## src/rtl/na_macros.svh

```systemverilog
// Widths, buffer depth, address map and tile identification constants
`ifndef NA_MACROS_SVH
`define NA_MACROS_SVH

// Bus word and flit payload width
`define NA_XLEN 32
`define NA_ADDR_W 24

// Channel 0 carries requests, channel 1 responses
`define NA_CHANNELS 2
`define NA_BUF_DEPTH 4

// Region codes in address bits 23..20
`define NA_REGION_CONF 4'h0
`define NA_REGION_MP 4'h1

`define NA_TILE_ID 32'h0000_0005
`define NA_CORE_BASE 32'h0000_0010

// Register byte offsets inside a region
`define NA_OFS_DATA 4'h0
`define NA_OFS_DATA_LAST 4'h4
`define NA_OFS_STATUS 4'h8
`define NA_CH_SEL_BIT 12

`define NA_HTRANS_NONSEQ 2'b10

`endif

```

## src/rtl/na_pkg.sv

```systemverilog
// Flit and bus structs plus the width typedefs of the network adapter
`include "na_macros.svh"

package na_pkg;

  ////////////////////
  // Plain vectors
  ////////////////////

  typedef logic [`NA_XLEN-1:0] word_t;
  typedef logic [`NA_ADDR_W-1:0] addr_t;
  typedef logic [`NA_CHANNELS-1:0] chan_t;

  ////////////////////
  // Structs
  ////////////////////

  // One NoC flit, last marks the packet tail
  typedef struct packed {
    logic  last;
    word_t data;
  } flit_t;

  // AHB-Lite address phase
  typedef struct packed {
    logic       sel;
    logic       write;
    logic [1:0] trans;
    addr_t      addr;
  } bus_req_t;

  // Data phase response, hresp is always OKAY
  typedef struct packed {
    word_t rdata;
    logic  ready;
  } bus_rsp_t;

  // Slave regions behind the decoder
  typedef enum logic [1:0] {
    REGION_CONF,
    REGION_MP,
    REGION_NONE
  } region_e;

endpackage

```

## src/rtl/na_bus_decode.sv

```systemverilog
// AHB-Lite slave decoder: address phase capture, region select, response merge
`timescale 1ns/1ps
`include "na_macros.svh"

module na_bus_decode (
  input  logic             clk_i,
  input  logic             arst_n_i,
  input  na_pkg::bus_req_t bus_req_i,
  input  na_pkg::word_t    hwdata_i,
  output na_pkg::bus_rsp_t bus_rsp_o,
  input  na_pkg::bus_rsp_t conf_rsp_i,
  input  na_pkg::bus_rsp_t mp_rsp_i,
  output logic             dphase_conf_o,
  output logic             dphase_mp_o,
  output logic             dphase_write_o,
  output logic [3:0]       dphase_ofs_o,
  output logic             dphase_ch_o,
  output na_pkg::word_t    wdata_o
);

  na_pkg::region_e region_d;
  na_pkg::region_e region_q;
  logic [3:0]      region_bits;
  logic            addr_valid;
  logic            dph_valid_q;
  logic            write_q;
  logic [3:0]      ofs_q;
  logic            ch_q;

  ////////////////////
  // Address phase
  ////////////////////

  assign region_bits = bus_req_i.addr[`NA_ADDR_W-1 -: 4];
  assign addr_valid  = bus_req_i.sel && (bus_req_i.trans == `NA_HTRANS_NONSEQ);

  always_comb begin
    case (region_bits)
      `NA_REGION_CONF: region_d = na_pkg::REGION_CONF;
      `NA_REGION_MP:   region_d = na_pkg::REGION_MP;
      default:         region_d = na_pkg::REGION_NONE;
    endcase
  end

  // Held across wait states until the slave is ready
  always_ff @(posedge clk_i or negedge arst_n_i) begin
    if (!arst_n_i) begin
      dph_valid_q <= 1'b0;
      region_q    <= na_pkg::REGION_NONE;
      write_q     <= 1'b0;
      ofs_q       <= '0;
      ch_q        <= 1'b0;
    end else if (bus_rsp_o.ready) begin
      dph_valid_q <= addr_valid;
      region_q    <= region_d;
      write_q     <= bus_req_i.write;
      ofs_q       <= bus_req_i.addr[3:0];
      ch_q        <= bus_req_i.addr[`NA_CH_SEL_BIT];
    end
  end

  ////////////////////
  // Data phase
  ////////////////////

  assign dphase_conf_o  = dph_valid_q && (region_q == na_pkg::REGION_CONF);
  assign dphase_mp_o    = dph_valid_q && (region_q == na_pkg::REGION_MP);
  assign dphase_write_o = write_q;
  assign dphase_ofs_o   = ofs_q;
  assign dphase_ch_o    = ch_q;
  assign wdata_o        = hwdata_i;

  // Unmapped or idle: zero data, no wait
  always_comb begin
    bus_rsp_o.rdata = '0;
    bus_rsp_o.ready = 1'b1;
    if (dph_valid_q) begin
      case (region_q)
        na_pkg::REGION_CONF: bus_rsp_o = conf_rsp_i;
        na_pkg::REGION_MP:   bus_rsp_o = mp_rsp_i;
        default: ;
      endcase
    end
  end

endmodule

```

## src/rtl/na_config.sv

```systemverilog
// Read-only tile identification registers
`timescale 1ns/1ps
`include "na_macros.svh"

module na_config (
  input  logic             dphase_i,
  input  logic [3:0]       ofs_i,
  output na_pkg::bus_rsp_t rsp_o
);

  na_pkg::word_t rdata;

  // Identification map
  always_comb begin
    case (ofs_i)
      4'h0:    rdata = `NA_TILE_ID;
      4'h4:    rdata = `NA_CORE_BASE;
      4'h8:    rdata = na_pkg::word_t'(`NA_CHANNELS);
      default: rdata = '0;
    endcase
  end

  // Writes land here without effect
  assign rsp_o.rdata = dphase_i ? rdata : '0;
  assign rsp_o.ready = 1'b1;

endmodule

```

## src/rtl/na_ct.sv

```systemverilog
// Compute-tile network adapter top level
// Flit buffers, bus decoder, configuration block and message-passing endpoint
`timescale 1ns/1ps
`include "na_macros.svh"

module na_ct (
  input  logic                             clk_i,
  input  logic                             arst_n_i,
  input  na_pkg::flit_t [`NA_CHANNELS-1:0] noc_in_flit_i,
  input  na_pkg::chan_t                    noc_in_valid_i,
  output na_pkg::chan_t                    noc_in_ready_o,
  output na_pkg::flit_t [`NA_CHANNELS-1:0] noc_out_flit_o,
  output na_pkg::chan_t                    noc_out_valid_o,
  input  na_pkg::chan_t                    noc_out_ready_i,
  input  na_pkg::bus_req_t                 bus_req_i,
  input  na_pkg::word_t                    hwdata_i,
  output na_pkg::bus_rsp_t                 bus_rsp_o,
  output na_pkg::chan_t                    irq_o
);

  na_pkg::flit_t [`NA_CHANNELS-1:0] rx_flit;
  na_pkg::chan_t                    rx_valid;
  na_pkg::chan_t                    rx_ready;
  na_pkg::flit_t [`NA_CHANNELS-1:0] tx_flit;
  na_pkg::chan_t                    tx_valid;
  na_pkg::chan_t                    tx_ready;

  na_pkg::bus_rsp_t conf_rsp;
  na_pkg::bus_rsp_t mp_rsp;
  logic             dphase_conf;
  logic             dphase_mp;
  logic             dphase_write;
  logic [3:0]       dphase_ofs;
  logic             dphase_ch;
  na_pkg::word_t    wdata;

  ////////////////////
  // Flit buffers
  ////////////////////

  na_flit_buffer u_inbuffer0 (
    .clk_i      (clk_i),
    .arst_n_i   (arst_n_i),
    .in_flit_i  (noc_in_flit_i[0]),
    .in_valid_i (noc_in_valid_i[0]),
    .in_ready_o (noc_in_ready_o[0]),
    .out_flit_o (rx_flit[0]),
    .out_valid_o(rx_valid[0]),
    .out_ready_i(rx_ready[0])
  );

  na_flit_buffer u_inbuffer1 (
    .clk_i      (clk_i),
    .arst_n_i   (arst_n_i),
    .in_flit_i  (noc_in_flit_i[1]),
    .in_valid_i (noc_in_valid_i[1]),
    .in_ready_o (noc_in_ready_o[1]),
    .out_flit_o (rx_flit[1]),
    .out_valid_o(rx_valid[1]),
    .out_ready_i(rx_ready[1])
  );

  na_flit_buffer u_outbuffer0 (
    .clk_i      (clk_i),
    .arst_n_i   (arst_n_i),
    .in_flit_i  (tx_flit[0]),
    .in_valid_i (tx_valid[0]),
    .in_ready_o (tx_ready[0]),
    .out_flit_o (noc_out_flit_o[0]),
    .out_valid_o(noc_out_valid_o[0]),
    .out_ready_i(noc_out_ready_i[0])
  );

  na_flit_buffer u_outbuffer1 (
    .clk_i      (clk_i),
    .arst_n_i   (arst_n_i),
    .in_flit_i  (tx_flit[1]),
    .in_valid_i (tx_valid[1]),
    .in_ready_o (tx_ready[1]),
    .out_flit_o (noc_out_flit_o[1]),
    .out_valid_o(noc_out_valid_o[1]),
    .out_ready_i(noc_out_ready_i[1])
  );

  ////////////////////
  // Bus slave
  ////////////////////

  na_bus_decode u_decode (
    .clk_i         (clk_i),
    .arst_n_i      (arst_n_i),
    .bus_req_i     (bus_req_i),
    .hwdata_i      (hwdata_i),
    .bus_rsp_o     (bus_rsp_o),
    .conf_rsp_i    (conf_rsp),
    .mp_rsp_i      (mp_rsp),
    .dphase_conf_o (dphase_conf),
    .dphase_mp_o   (dphase_mp),
    .dphase_write_o(dphase_write),
    .dphase_ofs_o  (dphase_ofs),
    .dphase_ch_o   (dphase_ch),
    .wdata_o       (wdata)
  );

  na_config u_conf (
    .dphase_i(dphase_conf),
    .ofs_i   (dphase_ofs),
    .rsp_o   (conf_rsp)
  );

  na_mp_endpoint u_mp (
    .clk_i     (clk_i),
    .arst_n_i  (arst_n_i),
    .dphase_i  (dphase_mp),
    .write_i   (dphase_write),
    .ofs_i     (dphase_ofs),
    .ch_i      (dphase_ch),
    .wdata_i   (wdata),
    .rsp_o     (mp_rsp),
    .rx_flit_i (rx_flit),
    .rx_valid_i(rx_valid),
    .rx_ready_o(rx_ready),
    .tx_flit_o (tx_flit),
    .tx_valid_o(tx_valid),
    .tx_ready_i(tx_ready),
    .irq_o     (irq_o)
  );

endmodule

```

## src/rtl/na_flit_buffer.sv

```systemverilog
// Valid/ready flit FIFO with a registered head flit
`timescale 1ns/1ps
`include "na_macros.svh"

module na_flit_buffer #(
  parameter int DEPTH = `NA_BUF_DEPTH
) (
  input  logic          clk_i,
  input  logic          arst_n_i,
  input  na_pkg::flit_t in_flit_i,
  input  logic          in_valid_i,
  output logic          in_ready_o,
  output na_pkg::flit_t out_flit_o,
  output logic          out_valid_o,
  input  logic          out_ready_i
);

  localparam int PTR_W = $clog2(DEPTH);
  localparam int CNT_W = PTR_W + 1;

  na_pkg::flit_t    mem [DEPTH];
  na_pkg::flit_t    head_q;
  logic             head_valid_q;
  logic [PTR_W-1:0] wr_ptr_q;
  logic [PTR_W-1:0] rd_ptr_q;
  logic [CNT_W-1:0] mem_cnt_q;
  logic [CNT_W-1:0] total;
  logic             en_q;
  logic             push;
  logic             pop;
  logic             load;

  // Stored flits include the head register
  assign total = mem_cnt_q + CNT_W'(head_valid_q);
  assign pop   = head_valid_q && out_ready_i;

  // Full buffer still takes a flit when the head leaves
  assign in_ready_o = en_q && ((total < CNT_W'(DEPTH)) || pop);
  assign push       = in_valid_i && in_ready_o;

  // Refill head when empty or leaving
  assign load = (mem_cnt_q != '0) && (!head_valid_q || out_ready_i);

  always_ff @(posedge clk_i or negedge arst_n_i) begin
    if (!arst_n_i) begin
      en_q         <= 1'b0;
      head_valid_q <= 1'b0;
      wr_ptr_q     <= '0;
      rd_ptr_q     <= '0;
      mem_cnt_q    <= '0;
    end else begin
      en_q <= 1'b1;
      if (push)
        wr_ptr_q <= wr_ptr_q + PTR_W'(1);
      if (load) begin
        rd_ptr_q     <= rd_ptr_q + PTR_W'(1);
        head_valid_q <= 1'b1;
      end else if (pop) begin
        head_valid_q <= 1'b0;
      end
      mem_cnt_q <= mem_cnt_q + CNT_W'(push) - CNT_W'(load);
    end
  end

  always_ff @(posedge clk_i) begin
    if (push)
      mem[wr_ptr_q] <= in_flit_i;
    if (load)
      head_q <= mem[rd_ptr_q];
  end

  assign out_flit_o  = head_q;
  assign out_valid_o = head_valid_q;

endmodule

```

## src/rtl/na_mp_endpoint.sv

```systemverilog
// Message-passing endpoint: DATA, DATA_LAST and STATUS registers per channel
// Moves flits between the bus and the NoC buffers, raises per-channel interrupts
`timescale 1ns/1ps
`include "na_macros.svh"

module na_mp_endpoint (
  input  logic                                 clk_i,
  input  logic                                 arst_n_i,
  input  logic                                 dphase_i,
  input  logic                                 write_i,
  input  logic [3:0]                           ofs_i,
  input  logic                                 ch_i,
  input  na_pkg::word_t                        wdata_i,
  output na_pkg::bus_rsp_t                     rsp_o,
  input  na_pkg::flit_t [`NA_CHANNELS-1:0]     rx_flit_i,
  input  na_pkg::chan_t                        rx_valid_i,
  output na_pkg::chan_t                        rx_ready_o,
  output na_pkg::flit_t [`NA_CHANNELS-1:0]     tx_flit_o,
  output na_pkg::chan_t                        tx_valid_o,
  input  na_pkg::chan_t                        tx_ready_i,
  output na_pkg::chan_t                        irq_o
);

  logic          wr_data;
  logic          rd_data;
  logic          rd_status;
  na_pkg::chan_t ch_sel;
  na_pkg::flit_t tx_flit;
  na_pkg::flit_t head;
  logic          head_valid;

  ////////////////////
  // Register decode
  ////////////////////

  assign wr_data = dphase_i && write_i &&
                   ((ofs_i == `NA_OFS_DATA) || (ofs_i == `NA_OFS_DATA_LAST));
  assign rd_data   = dphase_i && !write_i && (ofs_i == `NA_OFS_DATA);
  assign rd_status = dphase_i && !write_i && (ofs_i == `NA_OFS_STATUS);

  // One-hot channel from the address bit
  assign ch_sel = na_pkg::chan_t'(1) << ch_i;

  // Head flit of the addressed input buffer
  assign head       = rx_flit_i[ch_i];
  assign head_valid = rx_valid_i[ch_i];

  ////////////////////
  // Flit movement
  ////////////////////

  // DATA_LAST closes the packet
  assign tx_flit.last = (ofs_i == `NA_OFS_DATA_LAST);
  assign tx_flit.data = wdata_i;

  // Push and pop only towards the addressed channel
  always_comb begin
    for (int c = 0; c < `NA_CHANNELS; c++) begin
      tx_flit_o[c]  = tx_flit;
      tx_valid_o[c] = wr_data && ch_sel[c];
      rx_ready_o[c] = rd_data && ch_sel[c] && rx_valid_i[c];
    end
  end

  ////////////////////
  // Bus response
  ////////////////////

  always_comb begin
    // Write stalls while the output buffer is full
    rsp_o.ready = !(wr_data && !tx_ready_i[ch_i]);
    rsp_o.rdata = '0;
    if (rd_data && head_valid) begin
      rsp_o.rdata = head.data;
    end else if (rd_status) begin
      rsp_o.rdata = {{(`NA_XLEN-2){1'b0}}, head_valid && head.last, head_valid};
    end
  end

  // Pending flit interrupt, one per channel
  always_ff @(posedge clk_i or negedge arst_n_i) begin
    if (!arst_n_i) begin
      irq_o <= '0;
    end else begin
      irq_o <= rx_valid_i;
    end
  end

endmodule

```

## config.mk

```make
export PLATFORM = sky130hd
export DESIGN_NAME = na_ct
export DESIGN_NICKNAME = d
export VERILOG_FILES = /design/src/rtl/na_pkg.sv /design/src/rtl/na_bus_decode.sv /design/src/rtl/na_config.sv /design/src/rtl/na_ct.sv /design/src/rtl/na_flit_buffer.sv /design/src/rtl/na_mp_endpoint.sv
export VERILOG_INCLUDE_DIRS = /design/src /design/src/rtl
export SDC_FILE = /design/constraint.sdc
export NUM_CORES = 1
export LEC_CHECK = 0
export ABC_AREA = 1
export ABC_CLOCK_PERIOD_IN_PS = 3100
export BUFFER_PORTS_ARGS = -buffer_cell sky130_fd_sc_hd__buf_2
export CORE_MARGIN = 2
export CORE_UTILIZATION = 40
export DETAILED_ROUTE_END_ITERATION = 10
export PLACE_DENSITY = 0.72
export SLEW_MARGIN = 0
export SYNTH_ARGS = -nofsm -noshare
export SYNTH_HDL_FRONTEND = slang
export SYNTH_SLANG_ARGS = --single-unit
```

## constraint.sdc

```tcl
create_clock -name clk_i -period 3.1 [get_ports clk_i]
set_clock_uncertainty 0.05 [all_clocks]
set_input_delay 0.155 -clock clk_i [delete_from_list [all_inputs] [get_ports clk_i]]
set_output_delay 0.155 -clock clk_i [all_outputs]
set_load 0.05 [all_outputs]
```

==> metrics, run 1 <==
via/cell ratio 5.27; drt drc 0; io pins 237; WP data required 2.89 ns; max-slew violations 0; top-area cell type share of the netlist area between 70% and 80%; Worst-Margin Slew ~1.0 ns; hold crit path type in2reg; Slew HR 30.6%; Final setup viols 0; height of the die 261 microns; final worst slack 0.225 ns; per-cell routed wire length between 20 and 25 microns; Worst-path clk slew 0.06 ns; CTS H-Tree Depth 3; global-route wire length before repair 92400 microns; Die W 261 microns; via count between 15000 and 20000; critical path class reg2out; number of flops mapped to enable cells by yosys 660; die area 68000 sq um; Final Routed Wirelength 62200 microns; Mean Syn Cell Area 14.4 sq um; Synth Cell Area around 26000 sq um; vias in the first global route 16000; most frequent CP cell nor2_2; remaining antenna violation count after routing 0; layout cells sized above 1 17.8%; CTS buffer count 69; initial core utilization 40.3%; count of mapped cells out of synthesis 1833; DP HPWL about 36000 microns; Crit-path slowest cell dfrtp_1; PortBufs between 200 and 250; Layout area overhead 21.4%; grt ovf 0; synth top area cells edfxtp_1 75%, o21ai_0 5.1%, nor2_1 4.2%; TritonRoute pass-1 iters 6; Primary FF master, synth edfxtp_1; pwr dens between 800 and 900 nW/um^2; # clock sinks 704; Max VDD drop 0.541 mV; crit-path cells inv_1 > nand2_1 > nor2_2 > nand2_2 > nor2_2 > inv_2 > a21oi_1 > buf_2; Post-Place Setup Slack 0.690 ns; synth warn 0; leakage ~11 nW; largest net degree at the start of global routing 69; cell taking the most area after synthesis edfxtp_1; FP Rows 94; Core Box Area about 66000 sq um; GP Congestion 0.804; GRT Util Overall between 15 and 20%; Max Cap Viol 0; fin crit period 2.87 ns; initial antenna violation count 7; setup TNS 0 ns; flop-to-flop setup slack 0.69 ns; Tcrit/Tclk final between 90% and 100%; fmax 0.348 GHz; CTS tree built; Max stage delay on crit path 0.39 ns; Post-synth ARST share 6.25%; outcome completed; Synthesized Nets 1993; Cell variety after synth 32; Initial DRC Count 1960; nature of the critical path startpoint flop; CTS root buf clkbuf_16; nets@finish approximately 2300; Final Hold Vio Count 0; sequential share of the synthesized area 79.3%; Arr. time, crit path 2.67 ns; worst skew pair latency roughly 0.60 ns; CP Max Fanout 29; Yosys reg bits 704; Worst setup EP type output port; Max clock buf depth 3; RSZ-0062 raised after global routing no; post-CTS setup buffer count 0
-- synthesized netlist by cell type, drive strengths merged (4+ instances only) --
library cell and n:
a21oi 31, buf 21, clkbuf 78, dfrtp 43
edfxtp 660, fa 4, ha 24, inv 81
nand2 135, nand3 22, nand4 10, nor2 296
nor3 6, o21ai 269, o22ai 132, xnor2 9
xor2 5
-- sequential cells by signal (all words and copies together) (netlist names), 3 cells and up --
signal                   flops
u_decode.dphase_ofs_o        4
u_outbuffer1.mem_cnt_q       3
u_inbuffer1.mem_cnt_q        3
u_outbuffer1.out_flit_o     33
u_inbuffer0.out_flit_o      33
u_outbuffer0.out_flit_o     33
u_outbuffer1.mem           132
u_inbuffer1.mem            132
u_inbuffer0.mem_cnt_q        3
u_outbuffer0.mem           132
u_inbuffer1.out_flit_o      33
u_inbuffer0.mem            132
u_outbuffer0.mem_cnt_q       3
-- routing by layer --
metal / track usage [%] / vias to the layer above / part of all wire (%)
met5: 0 / - / 0.034
met4: 5.52 / 4 / 2.4
met3: 4.97 / 114 / 9.8
met2: 29.9 / 780 / 49
met1: 22.5 / 8058 / 39
li1: - / 7399 / -
-- layout make-up --
class / instances / area, sq um
flip-flops and latches: 704 / 20900
inverters: 82 / 308
repair buffers: 375 / 2610
diodes: 8 / 20.0
clock inverters: 38 / 463
well taps: 864 / 1080
fillers: 5324 / 33500
multi-input cells: 948 / 4780
clock buffers: 83 / 1840
-- path summary, 6_finish.rpt --
path | start | to | cells after the start
worst max-delay path | u_decode.dphase_ofs_o[0] | bus_rsp_o[18] | 8
worst min-delay path | noc_in_flit_i[5] | u_inbuffer0.mem[1][5] | 2
worst max register to register | u_decode.dphase_ofs_o[0] | u_inbuffer0.mem[3][5] | 8
worst min register to register | u_inbuffer0.out_valid_o | u_mp.irq_o[0] | 0
max in group asynchronous | arst_n_i | u_outbuffer1.rd_ptr_q[0] | 2
min in group asynchronous | arst_n_i | u_mp.irq_o[1] | 2
-- critical path: cells and delay by family, from the launching register on --
family,cells,cell delay (ns)
buf+inv,3,0.69
compound gates,1,0.38
flops,1,0.39
simple gates,4,0.60
-- metrics by stage --
stage	utilization (%)	power (mW)	instances	cell area, sq um	hold WS [ns]
3_5_place_dp	43.6	18.7	2858	28600	0.320
4_1_cts	48.9	27.3	3094	32000	0.226
2_1_floorplan	-	16.8	1833	26400	-0.191
3_3_place_gp	43.6	18.5	2858	28600	0.313
6_report	48.9	27.2	3102	32000	0.251
5_1_grt	48.9	28.3	3097	32000	0.244
-- cells in the final DEF, fill, tap and decap left out, drive strengths merged, types with 9 or more instances in the layout --
master         n
dlygate4sd3  115
bufinv        10
buf          260
clkbuf        83
nand4         10
dfrtp         43
o21ai        269
inv           83
xnor2          9
edfxtp       660
a21oi         31
nor2         296
clkinv        24
ha            24
nand3         22
nand2        135
o22ai        132
-- kinds of logic after synthesis --
logic type / after synthesis / share of synthesized area, %
flip-flops: 704 / 79.3
AND/OR/NAND/NOR: 472 / 7.05
AO/OA/AOI/OAI: 433 / 8.99
buffers and inverters: 181 / 2.75
adder cells (fa/ha/maj): 28 / 1.44
XOR/XNOR: 14 / 0.465
other: 1 / 0.0142
-- where the power goes --
part,leakage (nW),switching (mW),internal [mW],total [mW]
clock network,1.12,3.42,5.08,8.50
logic,3.68,4.93,1.64,6.58
registers,6.51,0.399,11.7,12.1
total,11.3,8.75,18.5,27.2
-- timing repair --
action	CTS	global route
endpoints found under the setup margin	0	1
hold buffers	115	0
endpoints found under the hold margin	578	0
resized for setup	0	1
No activity file was read; power rests on OpenSTA's default activity.
==> inputs of run 2 (changes only) <==
Settings changed: CORE_MARGIN 2 to 1, CORE_UTILIZATION 40 to 45, PLACE_DENSITY 0.72 to 0.78.
==> run 2 against run 1 <==
Die area is 12% lower; core utilization is 6.3 points higher; sequential power hardly changed; sequential cell count stayed put; clock power hardly changed.
==> metrics, run 2 (synthesized netlist as in run 1, its figures left out) <==
outcome completed; setup TNS 0 ns (unchanged); largest net degree at the start of global routing 69 (unchanged); via count 16500 (+1.1%); Placed Area 28400 sq um (-0.54%); worst reg2reg path depth 8 (unchanged); Arr. time, crit path 2.75 ns (+0.08 ns); nature of the critical path startpoint flop; critical path class reg2out; PortBufs 221 (unchanged); pwr dens 851 nW/um^2 (+0.19%); drt drc 0 (unchanged); GRT Util Overall 20.3% (+2.5 points); most common cell after layout, fill and taps aside edfxtp_1; fin crit period 2.96 ns (+0.0821 ns); height of the die 244 microns (-6.4%); WP data required 2.89 ns (about the same); die area 59600 sq um (-12%); nets@finish 2340 (unchanged); layout cells sized above 1 18.1% (+0.25 points); reg2reg end u_inbuffer1.mem[3][7]; max-slew violations 0 (unchanged); Max clock buf depth 3 (unchanged); CTS tree built; Final Cell Area 31900 sq um (-0.43%); Worst setup EP type output port; io pins 237 (unchanged); Die W 244 microns (-6.4%); per-cell routed wire length 20.4 microns (+1.8%); CTS H-Tree Depth 3 (unchanged); hold slack 0.236 ns (-0.0148 ns); grt ovf 0 (unchanged); fillers 4379 (-18%); leading cell types in the layout, fill and taps excluded 660 x edfxtp_1, 277 x nor2_1, 269 x o21ai_0; flop-to-flop setup slack 0.69 ns (about the same); worst reg2reg startpoint u_decode.dphase_ofs_o[0]; Worst-Margin Slew 1.04 ns (+0.00345 ns); hold crit path type in2reg; # clock sinks 704 (unchanged); initial core utilization 45.6% (+5.4 points); FP Rows 88 (-6.4%); initial antenna violation count 9 (+2); CTS root buf clkbuf_16; TritonRoute pass-1 iters 5 (-1); Layout area overhead 20.9%; Max VDD drop 0.786 mV (+45%); CTS buffer count 70 (+1.4%); Slew HR 30.4% (-0.23 points); via/cell ratio 5.51 (+4.5%); hold-fix buffers at CTS 115 (unchanged); Final setup viols 0 (unchanged); fmax 0.338 GHz (-2.8%); leakage 11.3 nW (about the same); vias in the first global route 16600 (+3.9%); RSZ-0062 raised after global routing no; Core Box Area 57800 sq um (-12%); Final Routed Wirelength 61400 microns (-1.4%); Initial DRC Count 1853 (-5.5%); Worst-path clk slew 0.06 ns (about the same); GP Congestion 0.823 (+2.3%); post-CTS setup buffer count 0 (unchanged); Tcrit/Tclk final 95.4% (+2.6 points); Hold Crit Depth 2 (unchanged); Final Hold Vio Count 0 (unchanged); hold endpoint u_inbuffer0.mem[1][15]; CP Max Fanout 29 (unchanged); DP HPWL 34700 microns (-4.5%); worst skew pair latency 0.61 ns (about the same); critical hold path startpoint noc_in_flit_i[15]; Max Cap Viol 0 (unchanged); CTS resizes 0 (unchanged); remaining antenna violation count after routing 0 (unchanged); global-route wire length before repair 92100 microns (-0.29%)
## run 2: cell types whose count changed in the layout (fill, tap and decap cells not counted), moves of 2 or more
cell       before  now
buf_12          5    3
bufinv_16      10    8
clkinv_1       13   11
clkinv_2       10   12
diode_2         8    6
## run 2: through the flow
step                setup WS, ns  cells  total power [mW]  util, %
CTS                       0.0712   2997              27.2     55.2
floorplan                  0.131   1833              16.8        -
global placement           0.775   2758              18.4     49.1
global route              0.0143   3001              28.2     55.2
detailed placement         0.705   2758              18.6     49.1
finish                     0.143   3003              27.2     55.2
## run 2: cell type report
cell class	count	area [sq um]	share of cell area (%)
multi-input combinational	948	4780	15.0
sequential	704	20900	65.6
timing repair buffer	374	2580	8.09
antenna	6	15.0	0.0471
inverter	82	308	0.965
tap	765	957	3.00
clock inverter	40	473	1.48
clock buffer	84	1860	5.82
## run 2: routing by layer
metal | vias up | wire length, microns | global-route usage, %
met5 | - | 49 | 0
met4 | 8 | 1780 | 7.70
met3 | 138 | 6200 | 5.30
met2 | 883 | 31400 | 35.4
met1 | 8105 | 21900 | 24.2
li1 | 7407 | - | -
## run 2: worst max path at each step
stage	start	end	slack [ns]	cells past startpoint
after global placement	u_decode.dphase_ofs_o[0]	u_inbuffer1.mem[0][14]	0.78	8
after CTS	u_decode.region_q[1]	bus_rsp_o[3]	0.07	8
final	u_decode.dphase_ofs_o[0]	bus_rsp_o[3]	0.14	8
after detailed placement	u_decode.region_q[1]	u_inbuffer1.mem[2][14]	0.71	8
after global routing	u_decode.dphase_ofs_o[0]	bus_rsp_o[3]	0.01	8
after floorplan	u_decode.dphase_ofs_o[0]	u_inbuffer0.mem[0][0]	0.13	7
## run 2: critical path, stage by stage (launching register included)
cell	delay, ns
dfrtp_1	0.39
inv_1	0.06
nand2_1	0.08
nor2_2	0.26
nand2_2	0.09
nor2_2	0.19
inv_2	0.29
o21ai_0	0.45
buf_2	0.34
## run 2: power breakdown
group          switching (mW)  total (mW)  leakage (nW)  internal (mW)
Combinational            4.82        6.46          3.67           1.63
Sequential              0.424        12.2          6.51           11.7
Clock                    3.54        8.53          1.13           4.99
